<file path="src/axil_pkg.sv">
package axil_pkg;

	// bus data word width
	localparam int AXIL_DATA_W = 32;

	// write and read response codes
	typedef enum logic [1:0] {
		OKAY   = 2'b00,
		SLVERR = 2'b10
	} resp_e;

endpackage : axil_pkg

</file>
<file path="src/uart_pkg.sv">
package uart_pkg;

	// register offsets, byte addressed
	typedef enum logic [3:0] {
		REG_DATA     = 4'h0,
		REG_RX_COUNT = 4'h4,
		REG_STATUS   = 4'h8
	} reg_off_e;

	typedef enum logic [1:0] {
		BUS_IDLE,
		WRITE_RESP,
		READ_RESP
	} bus_state_e;

	// serial frame phases, shared by tx and rx
	typedef enum logic [1:0] {
		TX_IDLE,
		TX_START,
		TX_DATA,
		TX_STOP
	} tx_state_e;

	localparam int STAT_TX_FULL  = 0;
	localparam int STAT_RX_EMPTY = 1;
	localparam int STAT_TX_BUSY  = 2;

endpackage : uart_pkg

</file>
<file path="src/fifo_if.sv">
interface fifo_if #(
	parameter int DEPTH_LOG2 = 2
);

	logic                  push;
	logic [7:0]            push_data;
	logic                  pop;
	logic [7:0]            pop_data;	// head entry
	logic                  full;
	logic                  empty;
	logic [DEPTH_LOG2:0]   count;

	modport user (
		output push, push_data, pop,
		input  pop_data, full, empty, count
	);

	modport store (
		input  push, push_data, pop,
		output pop_data, full, empty, count
	);

endinterface : fifo_if

</file>
<file path="src/sync_fifo.sv">
module sync_fifo (
	input logic    clk,
	input logic    rst,
	fifo_if.store  fifo_i
);

	// depth follows the interface count width
	localparam int DEPTH_LOG2 = $bits(fifo_i.count) - 1;
	localparam int DEPTH      = 1 << DEPTH_LOG2;

	logic [7:0]            mem [DEPTH];
	logic [DEPTH_LOG2-1:0] wr_ptr;
	logic [DEPTH_LOG2-1:0] rd_ptr;
	logic [DEPTH_LOG2:0]   fill;

	always_ff @(posedge clk) begin
		if (fifo_i.push)
			mem[wr_ptr] <= fifo_i.push_data;
	end

	always_ff @(posedge clk, posedge rst) begin
		if (rst) begin
			wr_ptr <= '0;
			rd_ptr <= '0;
			fill   <= '0;
		end else begin
			if (fifo_i.push)
				wr_ptr <= wr_ptr + 1'b1;	// wraps at depth
			if (fifo_i.pop)
				rd_ptr <= rd_ptr + 1'b1;
			case ({fifo_i.push, fifo_i.pop})
				2'b10:   fill <= fill + 1'b1;
				2'b01:   fill <= fill - 1'b1;
				default: fill <= fill;
			endcase
		end
	end

	assign fifo_i.pop_data = mem[rd_ptr];
	assign fifo_i.count    = fill;
	assign fifo_i.full     = fill[DEPTH_LOG2];	// only set at exactly DEPTH
	assign fifo_i.empty    = (fill == '0);

	// the user side must respect the status flags
	push_not_full: assert property (@(posedge clk) disable iff (rst)
		fifo_i.push |-> !fifo_i.full);

	pop_not_empty: assert property (@(posedge clk) disable iff (rst)
		fifo_i.pop |-> !fifo_i.empty);

endmodule : sync_fifo

</file>
<file path="src/uart_axil.sv">
module uart_axil #(
	parameter int CLK_FREQ      = 50_000_000,
	parameter int UART_BPS      = 115_200,
	parameter int TX_DEPTH_LOG2 = 4,
	parameter int RX_DEPTH_LOG2 = 4,
	parameter int ADDR_WIDTH    = 4
) (
	input  logic                                   clk,
	input  logic                                   rst,
	input  logic                                   awvalid_i,
	input  logic [ADDR_WIDTH-1:0]                  awaddr_i,
	input  logic                                   wvalid_i,
	input  logic [axil_pkg::AXIL_DATA_W-1:0]       wdata_i,
	input  logic [axil_pkg::AXIL_DATA_W/8-1:0]     wstrb_i,
	input  logic                                   bready_i,
	input  logic                                   arvalid_i,
	input  logic [ADDR_WIDTH-1:0]                  araddr_i,
	input  logic                                   rready_i,
	output logic                                   awready_o,
	output logic                                   wready_o,
	output logic                                   bvalid_o,
	output logic [$bits(axil_pkg::resp_e)-1:0]     bresp_o,
	output logic                                   arready_o,
	output logic                                   rvalid_o,
	output logic [axil_pkg::AXIL_DATA_W-1:0]       rdata_o,
	output logic [$bits(axil_pkg::resp_e)-1:0]     rresp_o,
	input  logic                                   uart_rx_i,
	input  logic                                   uart_cts_i,	// high holds tx
	output logic                                   uart_tx_o,
	output logic                                   uart_rts_o	// high when rx fifo full
);

	localparam int CLKS_PER_BIT = CLK_FREQ / UART_BPS;

	logic       tx_send;
	logic       tx_busy;
	logic [7:0] tx_byte;
	logic       rx_valid;
	logic [7:0] rx_byte;

	fifo_if #(.DEPTH_LOG2(TX_DEPTH_LOG2)) tx_fifo_bus ();
	fifo_if #(.DEPTH_LOG2(RX_DEPTH_LOG2)) rx_fifo_bus ();

	uart_ctrl #(
		.ADDR_WIDTH (ADDR_WIDTH)
	) uart_ctrl_inst (
		.clk        (clk),
		.rst        (rst),
		.awvalid_i  (awvalid_i),
		.awaddr_i   (awaddr_i),
		.wvalid_i   (wvalid_i),
		.wdata_i    (wdata_i),
		.wstrb_i    (wstrb_i),
		.bready_i   (bready_i),
		.arvalid_i  (arvalid_i),
		.araddr_i   (araddr_i),
		.rready_i   (rready_i),
		.awready_o  (awready_o),
		.wready_o   (wready_o),
		.bvalid_o   (bvalid_o),
		.bresp_o    (bresp_o),
		.arready_o  (arready_o),
		.rvalid_o   (rvalid_o),
		.rdata_o    (rdata_o),
		.rresp_o    (rresp_o),
		.tx_fifo_o  (tx_fifo_bus.user),
		.rx_fifo_o  (rx_fifo_bus.user),
		.tx_busy_i  (tx_busy),
		.tx_send_o  (tx_send),
		.tx_byte_o  (tx_byte),
		.rx_valid_i (rx_valid),
		.rx_byte_i  (rx_byte),
		.cts_i      (uart_cts_i),
		.rts_o      (uart_rts_o)
	);

	sync_fifo tx_fifo_inst (
		.clk    (clk),
		.rst    (rst),
		.fifo_i (tx_fifo_bus.store)
	);

	sync_fifo rx_fifo_inst (
		.clk    (clk),
		.rst    (rst),
		.fifo_i (rx_fifo_bus.store)
	);

	uart_tx_phy #(
		.CLKS_PER_BIT (CLKS_PER_BIT)
	) uart_tx_phy_inst (
		.clk    (clk),
		.rst    (rst),
		.send_i (tx_send),
		.byte_i (tx_byte),
		.busy_o (tx_busy),
		.tx_o   (uart_tx_o)
	);

	uart_rx_phy #(
		.CLKS_PER_BIT (CLKS_PER_BIT)
	) uart_rx_phy_inst (
		.clk     (clk),
		.rst     (rst),
		.rx_i    (uart_rx_i),
		.valid_o (rx_valid),
		.byte_o  (rx_byte)
	);

endmodule : uart_axil

</file>
<file path="src/uart_ctrl.sv">
module uart_ctrl #(
	parameter int ADDR_WIDTH = 4
) (
	input  logic                            clk,
	input  logic                            rst,
	input  logic                            awvalid_i,
	input  logic [ADDR_WIDTH-1:0]           awaddr_i,
	input  logic                            wvalid_i,
	input  logic [axil_pkg::AXIL_DATA_W-1:0] wdata_i,
	input  logic [3:0]                      wstrb_i,
	input  logic                            bready_i,
	input  logic                            arvalid_i,
	input  logic [ADDR_WIDTH-1:0]           araddr_i,
	input  logic                            rready_i,
	output logic                            awready_o,
	output logic                            wready_o,
	output logic                            bvalid_o,
	output logic [1:0]                      bresp_o,
	output logic                            arready_o,
	output logic                            rvalid_o,
	output logic [axil_pkg::AXIL_DATA_W-1:0] rdata_o,
	output logic [1:0]                      rresp_o,
	fifo_if.user                            tx_fifo_o,
	fifo_if.user                            rx_fifo_o,
	input  logic                            tx_busy_i,
	output logic                            tx_send_o,
	output logic [7:0]                      tx_byte_o,
	input  logic                            rx_valid_i,
	input  logic [7:0]                      rx_byte_i,
	input  logic                            cts_i,
	output logic                            rts_o
);

	uart_pkg::bus_state_e             state;
	axil_pkg::resp_e                  wr_resp;
	axil_pkg::resp_e                  rd_resp;
	axil_pkg::resp_e                  bresp_q;
	axil_pkg::resp_e                  rresp_q;
	logic [axil_pkg::AXIL_DATA_W-1:0] rd_data;
	logic [axil_pkg::AXIL_DATA_W-1:0] rdata_q;
	logic                             wr_accept;
	logic                             rd_accept;
	logic                             tx_send_q;

	// a write wins over a read in the same cycle
	assign wr_accept = (state == uart_pkg::BUS_IDLE) && awvalid_i && wvalid_i;
	assign rd_accept = (state == uart_pkg::BUS_IDLE) && arvalid_i && !wr_accept;

	assign awready_o = wr_accept;
	assign wready_o  = wr_accept;
	assign arready_o = rd_accept;

	always_comb begin
		wr_resp           = axil_pkg::SLVERR;
		tx_fifo_o.push    = 1'b0;
		tx_fifo_o.push_data = wdata_i[7:0];
		case (awaddr_i)
			uart_pkg::REG_DATA: begin
				if (!tx_fifo_o.full) begin
					wr_resp        = axil_pkg::OKAY;
					tx_fifo_o.push = wr_accept && wstrb_i[0];
				end
			end
			default: wr_resp = axil_pkg::SLVERR;	// read-only or unmapped
		endcase
	end

	always_comb begin
		rd_resp       = axil_pkg::OKAY;
		rd_data       = '0;
		rx_fifo_o.pop = 1'b0;
		case (araddr_i)
			uart_pkg::REG_DATA: begin
				if (rx_fifo_o.empty) begin
					rd_resp = axil_pkg::SLVERR;
				end else begin
					rd_data[7:0]  = rx_fifo_o.pop_data;
					rx_fifo_o.pop = rd_accept;
				end
			end
			uart_pkg::REG_RX_COUNT: rd_data[$bits(rx_fifo_o.count)-1:0] = rx_fifo_o.count;
			uart_pkg::REG_STATUS: begin
				rd_data[uart_pkg::STAT_TX_FULL]  = tx_fifo_o.full;
				rd_data[uart_pkg::STAT_RX_EMPTY] = rx_fifo_o.empty;
				rd_data[uart_pkg::STAT_TX_BUSY]  = tx_busy_i;
			end
			default: rd_resp = axil_pkg::SLVERR;
		endcase
	end

	always_ff @(posedge clk, posedge rst) begin
		if (rst) begin
			state   <= uart_pkg::BUS_IDLE;
			bresp_q <= axil_pkg::OKAY;
			rresp_q <= axil_pkg::OKAY;
		end else begin
			case (state)
				uart_pkg::BUS_IDLE: begin
					if (wr_accept) begin
						state   <= uart_pkg::WRITE_RESP;
						bresp_q <= wr_resp;
					end else if (rd_accept) begin
						state   <= uart_pkg::READ_RESP;
						rresp_q <= rd_resp;
					end
				end
				uart_pkg::WRITE_RESP: if (bready_i) state <= uart_pkg::BUS_IDLE;
				uart_pkg::READ_RESP:  if (rready_i) state <= uart_pkg::BUS_IDLE;
				default:              state <= uart_pkg::BUS_IDLE;
			endcase
		end
	end

	always_ff @(posedge clk) begin
		if (rd_accept)
			rdata_q <= rd_data;
	end

	assign bvalid_o = (state == uart_pkg::WRITE_RESP);
	assign rvalid_o = (state == uart_pkg::READ_RESP);
	assign bresp_o  = bresp_q;
	assign rresp_o  = rresp_q;
	assign rdata_o  = rdata_q;

	// launch the next byte once the serializer is free
	assign tx_send_o     = !tx_fifo_o.empty && !tx_busy_i && !cts_i && !tx_send_q;
	assign tx_fifo_o.pop = tx_send_o;
	assign tx_byte_o     = tx_fifo_o.pop_data;

	always_ff @(posedge clk, posedge rst) begin
		if (rst)
			tx_send_q <= 1'b0;
		else
			tx_send_q <= tx_send_o;
	end

	// received byte is lost when the fifo is full
	assign rx_fifo_o.push      = rx_valid_i && !rx_fifo_o.full;
	assign rx_fifo_o.push_data = rx_byte_i;
	assign rts_o               = rx_fifo_o.full;

	bresp_stable: assert property (@(posedge clk) disable iff (rst)
		bvalid_o && !bready_i |=> bvalid_o && $stable(bresp_o));

	rdata_stable: assert property (@(posedge clk) disable iff (rst)
		rvalid_o && !rready_i |=> rvalid_o && $stable(rdata_o) && $stable(rresp_o));

	// serializer takes every launched byte
	busy_after_send: assert property (@(posedge clk) disable iff (rst)
		tx_send_o |=> tx_busy_i);

endmodule : uart_ctrl

</file>
<file path="src/uart_rx_phy.sv">
module uart_rx_phy #(
	parameter int CLKS_PER_BIT = 8
) (
	input  logic       clk,
	input  logic       rst,
	input  logic       rx_i,
	output logic       valid_o,
	output logic [7:0] byte_o
);

	localparam int HALF  = (CLKS_PER_BIT > 1) ? CLKS_PER_BIT / 2 : 1;
	localparam int CNT_W = $clog2(2 * CLKS_PER_BIT);

	uart_pkg::tx_state_e state;
	logic                rx_meta;
	logic                rx_sync;
	logic [CNT_W-1:0]    cnt;
	logic [2:0]          bit_idx;
	logic [7:0]          shreg;
	logic                stop_ok;
	logic                mid_start;
	logic                bit_end;
	logic                stop_end;

	assign mid_start = (cnt == CNT_W'(HALF - 1));
	assign bit_end   = (cnt == CNT_W'(CLKS_PER_BIT - 1));
	assign stop_end  = (cnt == CNT_W'(CLKS_PER_BIT + HALF - 1));

	always_ff @(posedge clk, posedge rst) begin
		if (rst) begin
			rx_meta <= 1'b1;
			rx_sync <= 1'b1;
		end else begin
			rx_meta <= rx_i;
			rx_sync <= rx_meta;
		end
	end

	always_ff @(posedge clk) begin
		if (state == uart_pkg::TX_DATA && bit_end)
			shreg <= {rx_sync, shreg[7:1]};	// lsb first
	end

	always_ff @(posedge clk, posedge rst) begin
		if (rst) begin
			state   <= uart_pkg::TX_IDLE;
			cnt     <= '0;
			bit_idx <= '0;
			stop_ok <= 1'b0;
			valid_o <= 1'b0;
		end else begin
			valid_o <= 1'b0;
			cnt     <= cnt + 1'b1;
			case (state)
				uart_pkg::TX_IDLE: begin
					cnt <= '0;
					if (!rx_sync)
						state <= uart_pkg::TX_START;
				end
				uart_pkg::TX_START: begin
					if (mid_start) begin
						cnt     <= '0;
						bit_idx <= '0;
						// glitch shorter than half a bit
						state   <= rx_sync ? uart_pkg::TX_IDLE : uart_pkg::TX_DATA;
					end
				end
				uart_pkg::TX_DATA: begin
					if (bit_end) begin
						cnt     <= '0;
						bit_idx <= bit_idx + 1'b1;
						if (bit_idx == 3'd7)
							state <= uart_pkg::TX_STOP;
					end
				end
				default: begin
					if (bit_end)
						stop_ok <= rx_sync;	// middle of stop bit
					if (stop_end) begin
						valid_o <= stop_ok;
						state   <= uart_pkg::TX_IDLE;
					end
				end
			endcase
		end
	end

	assign byte_o = shreg;

endmodule : uart_rx_phy

</file>
<file path="src/uart_tx_phy.sv">
module uart_tx_phy #(
	parameter int CLKS_PER_BIT = 8
) (
	input  logic       clk,
	input  logic       rst,
	input  logic       send_i,
	input  logic [7:0] byte_i,
	output logic       busy_o,
	output logic       tx_o
);

	localparam int CNT_W = $clog2(CLKS_PER_BIT + 1);

	uart_pkg::tx_state_e state;
	logic [CNT_W-1:0]    cnt;
	logic [2:0]          bit_idx;
	logic [7:0]          shreg;
	logic                bit_end;

	assign bit_end = (cnt == CNT_W'(CLKS_PER_BIT - 1));

	// shift register, lsb goes out first
	always_ff @(posedge clk) begin
		if (state == uart_pkg::TX_IDLE && send_i)
			shreg <= byte_i;
		else if (bit_end && state inside {uart_pkg::TX_START, uart_pkg::TX_DATA})
			shreg <= shreg >> 1;
	end

	always_ff @(posedge clk, posedge rst) begin
		if (rst) begin
			state   <= uart_pkg::TX_IDLE;
			cnt     <= '0;
			bit_idx <= '0;
			tx_o    <= 1'b1;
		end else begin
			cnt <= bit_end ? '0 : cnt + 1'b1;
			case (state)
				uart_pkg::TX_IDLE: begin
					cnt  <= '0;
					tx_o <= 1'b1;
					if (send_i) begin
						state <= uart_pkg::TX_START;
						tx_o  <= 1'b0;	// start bit
					end
				end
				uart_pkg::TX_START: begin
					if (bit_end) begin
						state   <= uart_pkg::TX_DATA;
						bit_idx <= '0;
						tx_o    <= shreg[0];
					end
				end
				uart_pkg::TX_DATA: begin
					if (bit_end) begin
						if (bit_idx == 3'd7) begin
							state <= uart_pkg::TX_STOP;
							tx_o  <= 1'b1;
						end else begin
							bit_idx <= bit_idx + 1'b1;
							tx_o    <= shreg[0];
						end
					end
				end
				default: begin
					if (bit_end)
						state <= uart_pkg::TX_IDLE;	// stop bit done
				end
			endcase
		end
	end

	assign busy_o = (state != uart_pkg::TX_IDLE);

endmodule : uart_tx_phy

</file>
<file path="config.mk">
export PLATFORM = sky130hd
export DESIGN_NAME = uart_axil
export DESIGN_NICKNAME = d
export VERILOG_FILES = /design/src/axil_pkg.sv /design/src/uart_pkg.sv /design/src/fifo_if.sv /design/src/sync_fifo.sv /design/src/uart_axil.sv /design/src/uart_ctrl.sv /design/src/uart_rx_phy.sv /design/src/uart_tx_phy.sv
export SDC_FILE = /design/constraint.sdc
export NUM_CORES = 1
export LEC_CHECK = 0
export BUFFER_PORTS_ARGS = -buffer_cell sky130_fd_sc_hd__buf_2
export CAP_MARGIN = 25
export CORE_ASPECT_RATIO = 0.75
export CORE_MARGIN = 4
export CORE_UTILIZATION = 45
export CTS_CLUSTER_DIAMETER = 60
export DETAILED_ROUTE_END_ITERATION = 10
export MAX_ROUTING_LAYER = met4
export SYNTH_ARGS = -nofsm -noshare
export SYNTH_HDL_FRONTEND = slang
export SYNTH_SLANG_ARGS = --single-unit
</file>
<file path="constraint.sdc">
create_clock -name clk -period 6 [get_ports clk]
set_input_delay 1.2 -clock clk [delete_from_list [all_inputs] [get_ports clk]]
set_output_delay 1.2 -clock clk [all_outputs]
set_load 0.005 [all_outputs]
</file>
## Yosys cells after proc, flatten, opt, wreduce, memory -nomap -nowiden

Memory sizes are Yosys's and may differ from the RTL's.
Cells that the tools add are included.

| storage, ports and cells | value |
|---|---|
| ROM bits | 0 |
| output and inout port bits | 43 |
| latch bits | 0 |
| bits of input ports | 53 |
| bits in registers | 91 |
| memories | 2 |
| memory bits (writable) | 256 |
| logic and storage cells | 174 |

| operators by class | value |
|---|---|
| $lt $le $gt $ge | 0 |
| multipliers | 0 |
| bitwise operators | 3 |
| reduce and logical (&&, ||, !) cells | 46 |
| shifts and indexed selects | 0 |
| divide/modulo/power cells | 0 |
| add/sub/neg operators | 12 |
| eq/ne operators | 30 |
| mux-type cells | 56 |

Memories:

| memory | words | bits a word | read ports | clocked after memory_dff | write ports | RTL line | text |
|---|---|---|---|---|---|---|---|
| rx_fifo_inst.mem | 16 | 8 | 1 | 0 | 1 | sync_fifo.sv:11 | `logic [7:0] mem [DEPTH];` |
| tx_fifo_inst.mem | 16 | 8 | 1 | 0 | 1 | sync_fifo.sv:11 |  |

Operators by type and width:

| cell | count |
|---|---|
| $mux 2 | 18 |
| $pmux 10 s3 | 1 |
| $mux 10 | 2 |
| $pmux 5 s2 | 2 |
| $mux 9 | 2 |
| $pmux 2 s3 | 3 |
| $add 4x1->4 const B | 4 |
| $mux 8 | 2 |
| $mux 3 | 5 |
| $mux 1 | 14 |
| $ne 2x2->1 const B | 7 |
| $reduce_bool 2->1 | 7 |
| $logic_and 1x1->1 | 12 |
| $pmux 3 s2 | 2 |
| $reduce_and 3->1 | 4 |
| $add 10x1->10 const B | 1 |
| $add 5x1->5 const B | 2 |
| $eq 10x10->1 const B | 1 |
| $eq 10x8->1 const B | 1 |
| $eq 10x9->1 const B | 1 |
| $eq 2x1->1 const B | 5 |
| $eq 2x2->1 const B | 5 |
| $logic_not 5->1 | 2 |
| $reduce_and 5->1 | 2 |
| 23 further kinds | 42 |

## Longest topological paths before layout

Gate-level depths: netlist of run 1.

| logic depth | value |
|---|---|
| depth in word-level cells | 9 |
| gate-level depth with buffers | 16 |
| depth with buffers taken out | 14 |

## Hierarchy

A second synthesis of run 1 with hierarchy kept.

| unflattened totals | value |
|---|---|
| cells, all modules | 905 |
| area, all modules | 15,099.5 um^2 |

Modules (own cells, without submodules):

| module | area each (um^2) | instances | cells an instance | seq. area each (um^2) |
|---|---|---|---|---|
| sync_fifo | 5,804.3 | 2 | 297 | 4,169.0 |
| uart_rx_phy | 1,263.7 | 1 | 101 | 718.2 |
| uart_tx_phy | 1,171.1 | 1 | 99 | 616.8 |
| uart_ctrl | 1,056.0 | 1 | 111 | 365.4 |

## Least setup slack after synthesis of run 1

Ideal clock, no wire load.

| timing | value |
|---|---|
| kind | in2reg |
| start point | input uart_cts_i |
| end point | register tx_fifo_inst.fill[4] (netlist: tx_fifo_inst.fifo_i.count[4]) |
| path slack | 1,848 ps |
| path buffers | 2 |
| arrival | 4,070 ps |
| data required time | 5,918 ps |
| cell stages on the path | 14 |
| library setup time | 82 ps |
| cells stage by stage | nor3b_1 o21ai_2 inv_2 clkbuf_1 ha_1 clkbuf_1 xor2_1 ha_1 o21ba_2 o22a_1 a31oi_1 a21oi_1 or3b_2 a31oi_1 |

| between the ends | value |
|---|---|
| cells in the longest elaborated chain, start to end | 5 |
| elaborated cells on any way between the ends | 7 |
| classes of those cells | 2 x eq/ne; 1 x mux; 4 x reduce/logical |

RTL lines:

| item | RTL line | text |
|---|---|---|
| start: declaration | uart_axil.sv:28 | `input logic uart_cts_i,` |
| $logic_not 1->1 (*) | uart_ctrl.sv:126 | `assign tx_send_o = !tx_fifo_o.empty && !tx_busy_i && !cts_i && !tx_send_q;` |
| $logic_and 1x1->1 (*) (2 in series) | uart_ctrl.sv:126 |  |
| named net tx_fifo_bus.pop | fifo_if.sv:7 | `logic pop;` |
| $eq 2x1->1 / $eq 2x2->1 (equally long branches) | sync_fifo.sv:31 | `case ({fifo_i.push, fifo_i.pop})` |
| $pmux 5 s2 / $reduce_bool 2->1 (equally long branches) | n/a |  |
| end signal: assignment | sync_fifo.sv:32 | `2'b10: fill <= fill + 1'b1;` |
| end signal: assignment | sync_fifo.sv:33 | `2'b01: fill <= fill - 1'b1;` |
| end signal: assignment | sync_fifo.sv:34 | `default: fill <= fill;` |
| end: declaration | sync_fifo.sv:14 | `logic [DEPTH_LOG2:0] fill;` |

The timed path passes the listed nets; every way through them passes the cells marked *.
A chain may end at the register's enable or synchronous reset.

## Worst setup path in the final report of run 1

| timing | value |
|---|---|
| start point | register uart_tx_phy_inst.state[0] |
| end point | register tx_fifo_inst.fill[4] (netlist: tx_fifo_inst.fifo_i.count[4]) |

| between the ends | value |
|---|---|
| cells in the longest elaborated chain, start to end | 7 |
| elaborated cells on any way between the ends | 9 |
| classes of those cells | 2 x eq/ne; 1 x mux; 6 x reduce/logical |

RTL lines:

| item | RTL line | text |
|---|---|---|
| start: declaration | uart_tx_phy.sv:14 | `uart_pkg::tx_state_e state;` |
| start signal: assignment | uart_tx_phy.sv:32 | `state <= uart_pkg::TX_IDLE;` |
| start signal: assignment | uart_tx_phy.sv:43 | `state <= uart_pkg::TX_START;` |
| start signal: assignment | uart_tx_phy.sv:49 | `state <= uart_pkg::TX_DATA;` |
| $reduce_bool 2->1 (*) | uart_tx_phy.sv:73 | `assign busy_o = (state != uart_pkg::TX_IDLE);` |
| $logic_not 1->1 (*) | uart_ctrl.sv:126 |  |
| $logic_and 1x1->1 (*) (3 in series) | uart_ctrl.sv:126 |  |
| $eq 2x1->1 / $eq 2x2->1 (equally long branches) | sync_fifo.sv:31 |  |
| $pmux 5 s2 / $reduce_bool 2->1 (equally long branches) | n/a |  |

Every way passes the cells marked *; elsewhere a longest branch is shown, timed or not.

==> results of run 1 <==
-- area by class of cell --
| type | instances | share of cell area |
|---|---|---|
| Sequential cell | 345 | 0.6167 |
| Timing Repair Buffer | 51 | 0.01706 |
| Tap cell | 406 | 0.03120 |
| Inverter | 30 | 0.006917 |
| Clock buffer | 51 | 0.06448 |
| Clock inverter | 15 | 0.009991 |
| Multi-Input combinational cell | 451 | 0.2536 |
-- worst max path at each step --
stage | slack, ns | startpoint | cells past startpoint | endpoint
after global placement | 1.55 | uart_cts_i | 13 | tx_fifo_inst.fifo_i.count[4]
after detailed placement | 1.49 | uart_cts_i | 13 | tx_fifo_inst.fifo_i.count[4]
after CTS | 1.94 | uart_tx_phy_inst.state[0] | 14 | tx_fifo_inst.fifo_i.count[4]
after global routing | 1.43 | uart_tx_phy_inst.state[0] | 14 | tx_fifo_inst.fifo_i.count[4]
after floorplan | 1.85 | uart_cts_i | 14 | tx_fifo_inst.fifo_i.count[4]
final | 1.93 | uart_tx_phy_inst.state[0] | 14 | tx_fifo_inst.fifo_i.count[4]
-- sequential cells by signal, summed over array words and instances, names as in the netlist, 3 cells and up --
register,cells
rx_fifo_inst.fifo_i.count,5
rx_fifo_inst.mem,128
rx_fifo_inst.rd_ptr,4
rx_fifo_inst.wr_ptr,4
tx_fifo_inst.fifo_i.count,5
tx_fifo_inst.mem,128
tx_fifo_inst.rd_ptr,4
tx_fifo_inst.wr_ptr,4
uart_ctrl_inst.rdata_o,8
uart_rx_phy_inst.bit_idx,3
uart_rx_phy_inst.byte_o,8
uart_rx_phy_inst.cnt,10
uart_tx_phy_inst.bit_idx,3
uart_tx_phy_inst.cnt,9
uart_tx_phy_inst.shreg,8
-- per-layer routing --
layer  vias to the layer above  global-route usage  share of wire
met5                         -                   -              0
met4                         0             0.03687          0.014
met2                       165              0.2268           0.43
li1                       3358                   -              -
met3                        27             0.02771          0.052
met1                      3722              0.2499           0.50
-- stage by stage --
step / hold WS, ns / instances
2_1_floorplan: 0.3452 / 889
3_3_place_gp: 0.3468 / 1283
3_5_place_dp: 0.3472 / 1283
4_1_cts: 0.3594 / 1349
5_1_grt: 0.3658 / 1349
6_report: 0.3565 / 1349
-- logic make-up (layout without fill, tap and decap cells) --
kind of cell             count (synthesis)  in the layout  synth area share
flip-flops                             345            345            0.6916
AO/OA/AOI/OAI                           66             66           0.03155
XOR/XNOR                                37             37           0.02233
buffers and inverters                   93            147           0.03172
AND/OR/NAND/NOR                        201            201           0.06552
other                                    1             26         0.0002584
adder cells (fa/ha/maj)                 35             35           0.03069
multiplexers                            86             86            0.1263
-- Yosys cell counts, types with 3 or more instances --
master and n:
nand4b_1 3, a31oi_1 7, or4_1 5, buf_2 8
o211ai_1 3, edfxtp_1 280, nor3b_1 4, dfrtp_1 62
clkbuf_1 24, nor3_1 11, nand3_1 8, mux2i_1 5
a21oi_1 9, buf_1 4, nor2_1 62, nor2b_1 7
nand2_1 68, mux2_2 3, xor2_1 17, nand2b_1 7
xnor2_1 20, o21ai_0 16, mux4_2 77, a22o_1 5
a21o_1 4, dfstp_2 3, buf_4 27, a211oi_1 7
nand4_1 9, inv_1 28, ha_1 34
-- power by group through the flow --
stage	logic (mW)	clock network, mW	registers [mW]
finish	0.420	2.24	2.68
global route	0.461	2.42	2.69
CTS	0.425	2.30	2.68
detailed placement	0.425	0	2.73
global placement	0.420	0	2.73
floorplan	0.366	0	2.67
-- worst max-delay path: stages, from the launching register on --
cell and delay (ns):
dfrtp_1 0.41, inv_1 0.09, ha_1 0.31, nor3b_1 0.47
o21ai_2 0.30, inv_2 0.32, ha_1 0.49, xor2_1 0.13
ha_1 0.26, o21ba_2 0.21, o22a_1 0.17, a31oi_1 0.17
a21oi_1 0.06, or3b_2 0.44, a31oi_1 0.17
-- cell usage in the layout (no fill, tap or decap), types with 7 or more instances in the layout --
| master | synthesis | layout |
|---|---|---|
| nand2b_1 | 7 | 7 |
| a31oi_1 | 7 | 7 |
| nand4_1 | 9 | 9 |
| xnor2_1 | 20 | 20 |
| xor2_1 | 17 | 17 |
| a211oi_1 | 7 | 7 |
| clkbuf_16 | 0 | 38 |
| inv_1 | 28 | 27 |
| nand3_1 | 8 | 8 |
| buf_4 | 27 | 9 |
| ha_1 | 34 | 34 |
| buf_2 | 8 | 42 |
| nor2_1 | 62 | 62 |
| edfxtp_1 | 280 | 280 |
| o21ai_0 | 16 | 16 |
| conb_1 | 1 | 26 |
| nor3_1 | 11 | 7 |
| nand2_1 | 68 | 68 |
| a21oi_1 | 9 | 9 |
| mux4_2 | 77 | 77 |
| dfrtp_1 | 62 | 60 |
| nor2b_1 | 7 | 7 |
| clkbuf_1 | 24 | 8 |
==> results_dict.tcl, run 1 <==
set metrics [dict create \
    pwr-share-seq 0.502 \
    placed_area_um2 15070 \
    grt_pass1_wl_um 43390 \
    ff2ff_setup_slack_ns 1.93 \
    wl_um 26830 \
    switching_share 0.2154 \
    synth-seq-area-share 0.6916 \
    grt_usage 0.1619 \
    maxCapViolCount 0 \
    place_ws_ns 1.488 \
    clock_latency_ns 0.52 \
    ys_warn_count 0 \
    setup_viol_count_final 0 \
    ioPinCount 96 \
    antenna_found_initial 0 \
    nets 1003 \
    hp-class "flip-flop to flip-flop" \
    crit_type "flip-flop to flip-flop" \
    ys_seq_elements 345 \
    startpoint_type "flip-flop" \
    io_buffer_count 42 \
    rows 56 \
    p_int_mw 4.192 \
    cts_tree "yes" \
    ctsResizeCount 0 \
    yosys.area.top_type "edfxtp_1" \
    hold_path_end "uart_rx_phy_inst.rx_sync" \
    worstReg2RegStart "uart_tx_phy_inst.state[0]" \
    power.density_nw_per_um2 328.2 \
    die-area_um2 35220 \
    syn_to_final_growth_pct 12.17 \
    critPathRequiredTime_ns 6.43 \
    max_freq_mhz 245.5 \
    numCtsBuffers 36 \
    overflow 0 \
    multi_input_area_um2 4129 \
    htree_levels 2 \
    reg2reg_to "tx_fifo_inst.fifo_i.count[4]" \
    cts_root_buf "clkbuf_16" \
    finalHoldViolations 0 \
    p_sw_mw 1.151 \
    drc 0 \
    endpoint_kind "flip-flop" \
    start_util 0.4603 \
    combPwrFrac 0.079 \
    yosysUniqueCellTypes 61 \
    cts_sinks 345 \
    ys_top_cells_by_area "edfxtp_1 58%, mux4_2 12%, dfrtp_1 11%, ha_1 2.9%, nand2_1 1.8%" \
    grt_max_degree 42 \
    synth_edf_count 280 \
    design_area_um2 16280 \
    drt_first_iter_violations 598 \
    finalCritPeriodShare 0.6789 \
    n_antenna_cell 0 \
    rsz0062_at_grt "no" \
    vdd_drop_max_uv 161.5 \
    worstRegToRegCells 14 \
    route.vias.total 7272 \
    postCtsHoldBufs 0 \
    synth_area_um2 14510 \
    power_mw 5.343 \
    postLayoutCoreUtil 0.5163 \
    grt_pass1_vias 7379 \
    hold_start "uart_rx_phy_inst.rx_meta" \
    post_drt_wl_per_cell_um 19.89 \
    via_per_inst 5.391 \
    gp_congestion 0.7978 \
    slew_headroom 0.3593 \
    p_leak_nw 5.719 \
    pwr-share-clk 0.420 \
    hold_depth 0 \
    synthCells 864 \
    post_cts_buffers 0 \
    final_antenna_net_count 0 \
    yosysTopAreaCellShare 0.5793 \
    synth_area_per_cell_um2 16.80 \
    die_h_um 163.5 \
    finalCriticalPeriod_ns 4.074 \
    nFillCells 2560 \
    design.core.area_um2 31530 \
    arrival_ns 4.50 \
    clock_skew_ns 0.02065 \
    chipWidth_um 215.4 \
    outcome "complete, no violations" \
    drt_first_pass_iters 5 \
    worst_pin_slew_ns 0.9575 \
    slew_violations 0 \
    ff_latch_area_um2 10040 \
    crit_path_max_fanout 16 \
    ys.flop_type "edfxtp_1" \
    drive_gt1_frac 0.2185 \
    synthArstFlopShare 0.1884 \
    dp_hpwl_um 17620 \
    fin_ws_ns 1.926 \
    fin_tns_setup_ns 0 \
    clockBufferDepth 3 \
    clk_pin_slew_worst_paths_ns 0.06 \
]
Power figures use the tool's default switching activity.
==> run 2: changes to the inputs <==
clock period = 4 ns   (was 6 ns; I/O delays follow)
==> run 2 against run 1 <==
Compared with the run above: register-to-register slack lost 1.3 ns; clock power grew 41%; die area is the same; critical endpoint unchanged.
==> results_dict.tcl, run 2 (synthesis results as in run 1) <==
set metrics [dict create \
    crit_type "flip-flop to flip-flop" \
    setup_viol_count_final 0 \
    fin_tns_setup_ns 0 \
    n_antenna_cell 0 \
    wl_um 26570 \
    chipWidth_um 215.4 \
    outcome "complete, no violations" \
    layout.cells.most_common_list "280 x edfxtp_1, 77 x mux4_2, 68 x nand2_1" \
    cts_root_buf "clkbuf_16" \
    worstRegToRegCells 14 \
    via_per_inst 5.307 \
    die_h_um 163.5 \
    post_cts_buffers 0 \
    finalCriticalPeriod_ns 3.336 \
    gp_congestion 0.7825 \
    rows 56 \
    fin_ws_ns 0.6645 \
    crit_path_max_fanout 7 \
    p_int_mw 6.095 \
    dp_hpwl_um 17960 \
    p_sw_mw 1.731 \
    worst_pin_slew_ns 0.8909 \
    grt_max_degree 66 \
    antenna_found_initial 0 \
    worstReg2RegStart "uart_tx_phy_inst.state[0]" \
    numCtsBuffers 36 \
    startpoint_type "flip-flop" \
    power.density_nw_per_um2 477.7 \
    grt_pass1_wl_um 42660 \
    grt_usage 0.1606 \
    critPathRequiredTime_ns 4.42 \
    reg2reg_to "tx_fifo_inst.fifo_i.count[4]" \
    final_common_cell "edfxtp_1" \
    clk_pin_slew_worst_paths_ns 0.06 \
    combPwrFrac 0.083 \
    hold_start "uart_rx_phy_inst.rx_meta" \
    grt_pass1_vias 7294 \
    route.vias.total 7287 \
    hp-class "flip-flop to flip-flop" \
    placed_area_um2 15270 \
    worstPathCellList "inv_1, ha_1, nor3b_1, o21ai_2, inv_2, ha_1, xor2_1, ha_1, o21ba_2, o22a_1, a31oi_1, a21oi_1, or3b_2, a31oi_1" \
    slew_violations 0 \
    slew_headroom 0.4029 \
    pwr-share-clk 0.404 \
    postCtsHoldBufs 0 \
    finalCritPeriodShare 0.8339 \
    io_buffer_count 42 \
    ff2ff_setup_slack_ns 0.66 \
    ctsResizeCount 0 \
    whs_ns 0.3592 \
    place_ws_ns 0.2516 \
    endpoint_kind "flip-flop" \
    final_antenna_net_count 0 \
    clock_latency_ns 0.53 \
    clock_skew_ns 0.03075 \
    overflow 0 \
    post_drt_wl_per_cell_um 19.35 \
    hold_depth 0 \
    syn_to_final_growth_pct 12.86 \
    clockBufferDepth 3 \
    cts_tree "yes" \
    switching_share 0.2212 \
    path_common_cell "ha_1" \
    p_leak_nw 5.803 \
    design_area_um2 16380 \
    vdd_drop_max_uv 343.3 \
    cpPeakStageDelay_ns 0.51 \
    arrival_ns 3.76 \
    drt_first_pass_iters 5 \
    drive_gt1_frac 0.2337 \
    drt_first_iter_violations 704 \
    max_freq_mhz 299.8 \
    cts_sinks 345 \
    nets 1028 \
    finalHoldViolations 0 \
    largest_registers "rx_fifo_inst.mem: 128 flops, tx_fifo_inst.mem: 128 flops, uart_rx_phy_inst.cnt: 10 flops" \
    die-area_um2 35220 \
    ioPinCount 96 \
    cpMaxStageDelayCell "nor3b_1" \
    rsz0062_at_grt "no" \
    power_mw 7.826 \
    design.core.area_um2 31530 \
    drc 0 \
    start_util 0.4603 \
    hold_path_end "uart_rx_phy_inst.rx_sync" \
    htree_levels 2 \
    pwr-share-seq 0.512 \
    maxCapViolCount 0 \
]
run 2: layer usage:
| layer | vias to the layer above | share of wire | GRT usage |
|---|---|---|---|
| li1 | 3397 | - | - |
| met1 | 3705 | 0.51 | 0.2478 |
| met2 | 146 | 0.43 | 0.2220 |
| met3 | 39 | 0.044 | 0.02864 |
| met4 | 0 | 0.017 | 0.04097 |
| met5 | - | 0 | - |
run 2: critical path: cells and delay by family (launching register included):
family                   cells  cell delay [ns]
AO/OA/AOI/OAI                6             0.91
XOR/XNOR                     1             0.07
adder cells (fa/ha/maj)      3             0.72
buffers and inverters        2             0.17
flip-flops                   1             0.41
AND/OR/NAND/NOR              2             0.95
run 2: worst max path at each step:
stage                                          from                      endpoint  slack [ns]  cells past startpoint
after CTS                 uart_tx_phy_inst.state[0]  tx_fifo_inst.fifo_i.count[4]        0.66                     14
after floorplan                          uart_cts_i  tx_fifo_inst.fifo_i.count[4]        0.25                     14
final                     uart_tx_phy_inst.state[0]  tx_fifo_inst.fifo_i.count[4]        0.66                     14
after global placement                  awaddr_i[1]  tx_fifo_inst.fifo_i.count[4]        0.30                     13
after global routing      uart_tx_phy_inst.state[1]  tx_fifo_inst.fifo_i.count[4]        0.41                     14
after detailed placement                awaddr_i[1]  tx_fifo_inst.fifo_i.count[4]        0.25                     13
run 2: power groups by stage:
stage	Combinational, mW	Clock, mW	Sequential [mW]
2_1_floorplan	0.550	0	4.01
3_3_place_gp	0.656	0	4.09
3_5_place_dp	0.660	0	4.09
4_1_cts	0.659	3.24	4.01
5_1_grt	0.716	3.41	4.03
6_report	0.653	3.16	4.01
run 2: layout make-up:
type,instances,area [µm²]
fillers,2578,15150
flip-flops and latches,345,10040
multi-input cells,451,4129
clock buffers,49,959.7
well taps,406,508.0
repair buffers,76,478.0
clock inverters,16,152.6
inverters,30,112.6
run 2: through the flow:
| stage | std cells | util |
|---|---|---|
| after global routing | 1373 | 0.5195 |
| after floorplan | 889 | - |
| after detailed placement | 1308 | 0.4842 |
| after CTS | 1373 | 0.5195 |
| after global placement | 1308 | 0.4842 |
| final | 1373 | 0.5195 |
==> run 3: changes to the inputs <==
clock period = 3.1 ns   (was 4 ns; I/O delays follow)
==> run 3 against run 2 <==
Compared with the run above: routed wire length rose by 3.4%; design area up 1.5%; clock-buffer cell count is 4 higher; critical path type unchanged; largest cell class unchanged; highest routed layer unchanged.
==> results_dict.tcl, run 3 (synthesis results as in run 1) <==
set metrics [dict create \
    final_common_cell "edfxtp_1" \
    chipWidth_um 215.4 \
    drt_first_iter_violations 668 \
    hp-class "primary input to async pin" \
    finalCriticalPeriod_ns 2.940 \
    slew_headroom 0.4798 \
    crit_family "simple AND/OR/NAND/NOR gates" \
    startpoint_type "flip-flop" \
    clock_latency_ns 0.52 \
    worst_pin_slew_ns 0.7775 \
    clk_pin_slew_worst_paths_ns 0.06 \
    max_freq_mhz 340.2 \
    arrival_ns 3.34 \
    dp_hpwl_um 18760 \
    crit_path_max_fanout 5 \
    htree_levels 2 \
    cts_sinks 345 \
    power.density_nw_per_um2 607.9 \
    critPathBufInv 0 \
    clockBufferDepth 3 \
    grt_usage 0.1662 \
    critPathRequiredTime_ns 3.50 \
    rsz0062_at_grt "no" \
    die-area_um2 35220 \
    design.core.area_um2 31530 \
    io_buffer_count 42 \
    rows 56 \
    outcome "complete, no violations" \
    ff2ff_setup_slack_ns 0.16 \
    start_util 0.4603 \
    cts_tree "yes" \
    overflow 0 \
    post_drt_wl_per_cell_um 19.58 \
    setup_viol_count_final 0 \
    grt_max_degree 42 \
    nets 1058 \
    numCtsBuffers 36 \
    cts_root_buf "clkbuf_16" \
    final_antenna_net_count 0 \
    finalCritPeriodShare 0.9482 \
    drt_first_pass_iters 5 \
    clock_skew_ns 0.02573 \
    drc 0 \
    worstReg2RegStart "rx_fifo_inst.fifo_i.count[1]" \
    syn_to_final_growth_pct 14.53 \
    fin_tns_setup_ns 0 \
    cpMaxStageDelayCell "or4_1" \
    antenna_found_initial 0 \
    drive_gt1_frac 0.2580 \
    reg2reg_to "rx_fifo_inst.fifo_i.count[4]" \
    cpPeakStageDelay_ns 0.59 \
    worstRegToRegCells 11 \
    die_h_um 163.5 \
    route.vias.total 7395 \
    ioPinCount 96 \
    postLayoutCoreUtil 0.5272 \
    finalHoldViolations 0 \
    endpoint_kind "flip-flop" \
    n_antenna_cell 0 \
    wl_um 27460 \
    slew_violations 0 \
    layout.cells.most_common_list "280 x edfxtp_1, 77 x mux4_2, 68 x nand2_1" \
    grt_pass1_vias 7412 \
    p_leak_nw 5.952 \
    grt_pass1_wl_um 44040 \
    gp_congestion 0.7842 \
    vdd_drop_max_uv 372.3 \
    largest_registers "rx_fifo_inst.mem: 128 flops, tx_fifo_inst.mem: 128 flops, uart_rx_phy_inst.cnt: 10 flops" \
    maxCapViolCount 0 \
    worstPathCellList "or4_1, nor2_2, or3_1, nor2_1, ha_1, fa_1, a21o_1, a21oi_1, xor2_1, nor2_1, xor2_1" \
    via_per_inst 5.275 \
    crit_type "flip-flop to flip-flop" \
]
run 3: cell types whose count changed in the layout (fill, tap and decap cells not counted), moves of 2 or more:
cell / before / now
buf_4: 33 / 63
clkinv_1: 5 / 3
ha_1: 34 / 32
nor3_2: 4 / 0
inv_6: 2 / 0
clkbuf_16: 36 / 38
nor3_1: 7 / 11
run 3: layout make-up:
class	count	area, µm²
clock inverter	11	91.34
inverter	30	112.6
timing repair buffer	106	703.2
clock buffer	53	1027
sequential	345	10040
fill	2544	14910
multi-input combinational	451	4140
tap	406	508.0
run 3: timing repair:
action / in CTS / in global routing
setup buffers: 0 / 0
resized for setup: 0 / 1
endpoints found under the setup margin: 0 / 1
hold endpoints to repair: 0 / 0
hold buffers: 0 / 0
run 3: worst max path at each step:
stage                     slack (ns)                           end                          from  depth (start not counted)
after detailed placement        0.06  rx_fifo_inst.fifo_i.count[4]                   araddr_i[1]                         11
final                           0.16  rx_fifo_inst.fifo_i.count[4]  rx_fifo_inst.fifo_i.count[1]                         11
after global placement          0.07  rx_fifo_inst.fifo_i.count[4]                   araddr_i[1]                         11
after floorplan                -0.05  tx_fifo_inst.fifo_i.count[4]  tx_fifo_inst.fifo_i.count[1]                         14
after CTS                       0.12  rx_fifo_inst.fifo_i.count[4]  rx_fifo_inst.fifo_i.count[1]                         11
after global routing           0.005  rx_fifo_inst.fifo_i.count[4]  rx_fifo_inst.fifo_i.count[1]                         11
run 3: where the power goes:
group | total (mW) | switching (mW) | internal (mW)
clock | 4.06 | 1.67 | 2.39
sequential | 5.15 | 0.111 | 5.04
combinational | 0.902 | 0.408 | 0.494
run 3: worst reg2reg max path, stage by stage (launching register included):
cell and delay (ns):
dfrtp_1 0.44, or4_1 0.59, nor2_2 0.17, or3_1 0.16, nor2_1 0.06, ha_1 0.25
fa_1 0.43, a21o_1 0.20, a21oi_1 0.17, xor2_1 0.17, nor2_1 0.06, xor2_1 0.14
run 3: layer usage:
layer / up-vias / track usage / share of wire
met5: - / - / 0
met4: 0 / 0.03775 / 0.014
met3: 32 / 0.03162 / 0.063
met2: 188 / 0.2204 / 0.42
met1: 3710 / 0.2653 / 0.51
li1: 3465 / - / -
run 3: stage by stage:
| stage | instances | power (mW) | setup WS [ns] | hold WS [ns] | cell area [µm²] |
|---|---|---|---|---|---|
| detailed placement | 1338 | 6.156 | 0.05543 | 0.3468 | 15500 |
| global route | 1402 | 10.56 | 0.004535 | 0.1964 | 16620 |
| finish | 1402 | 10.11 | 0.1605 | 0.1744 | 16620 |
| global placement | 1338 | 6.149 | 0.07403 | 0.3471 | 15500 |
| CTS | 1402 | 10.23 | 0.1239 | 0.1822 | 16620 |
| floorplan | 889 | 5.878 | -0.04861 | 0.3452 | 14660 |
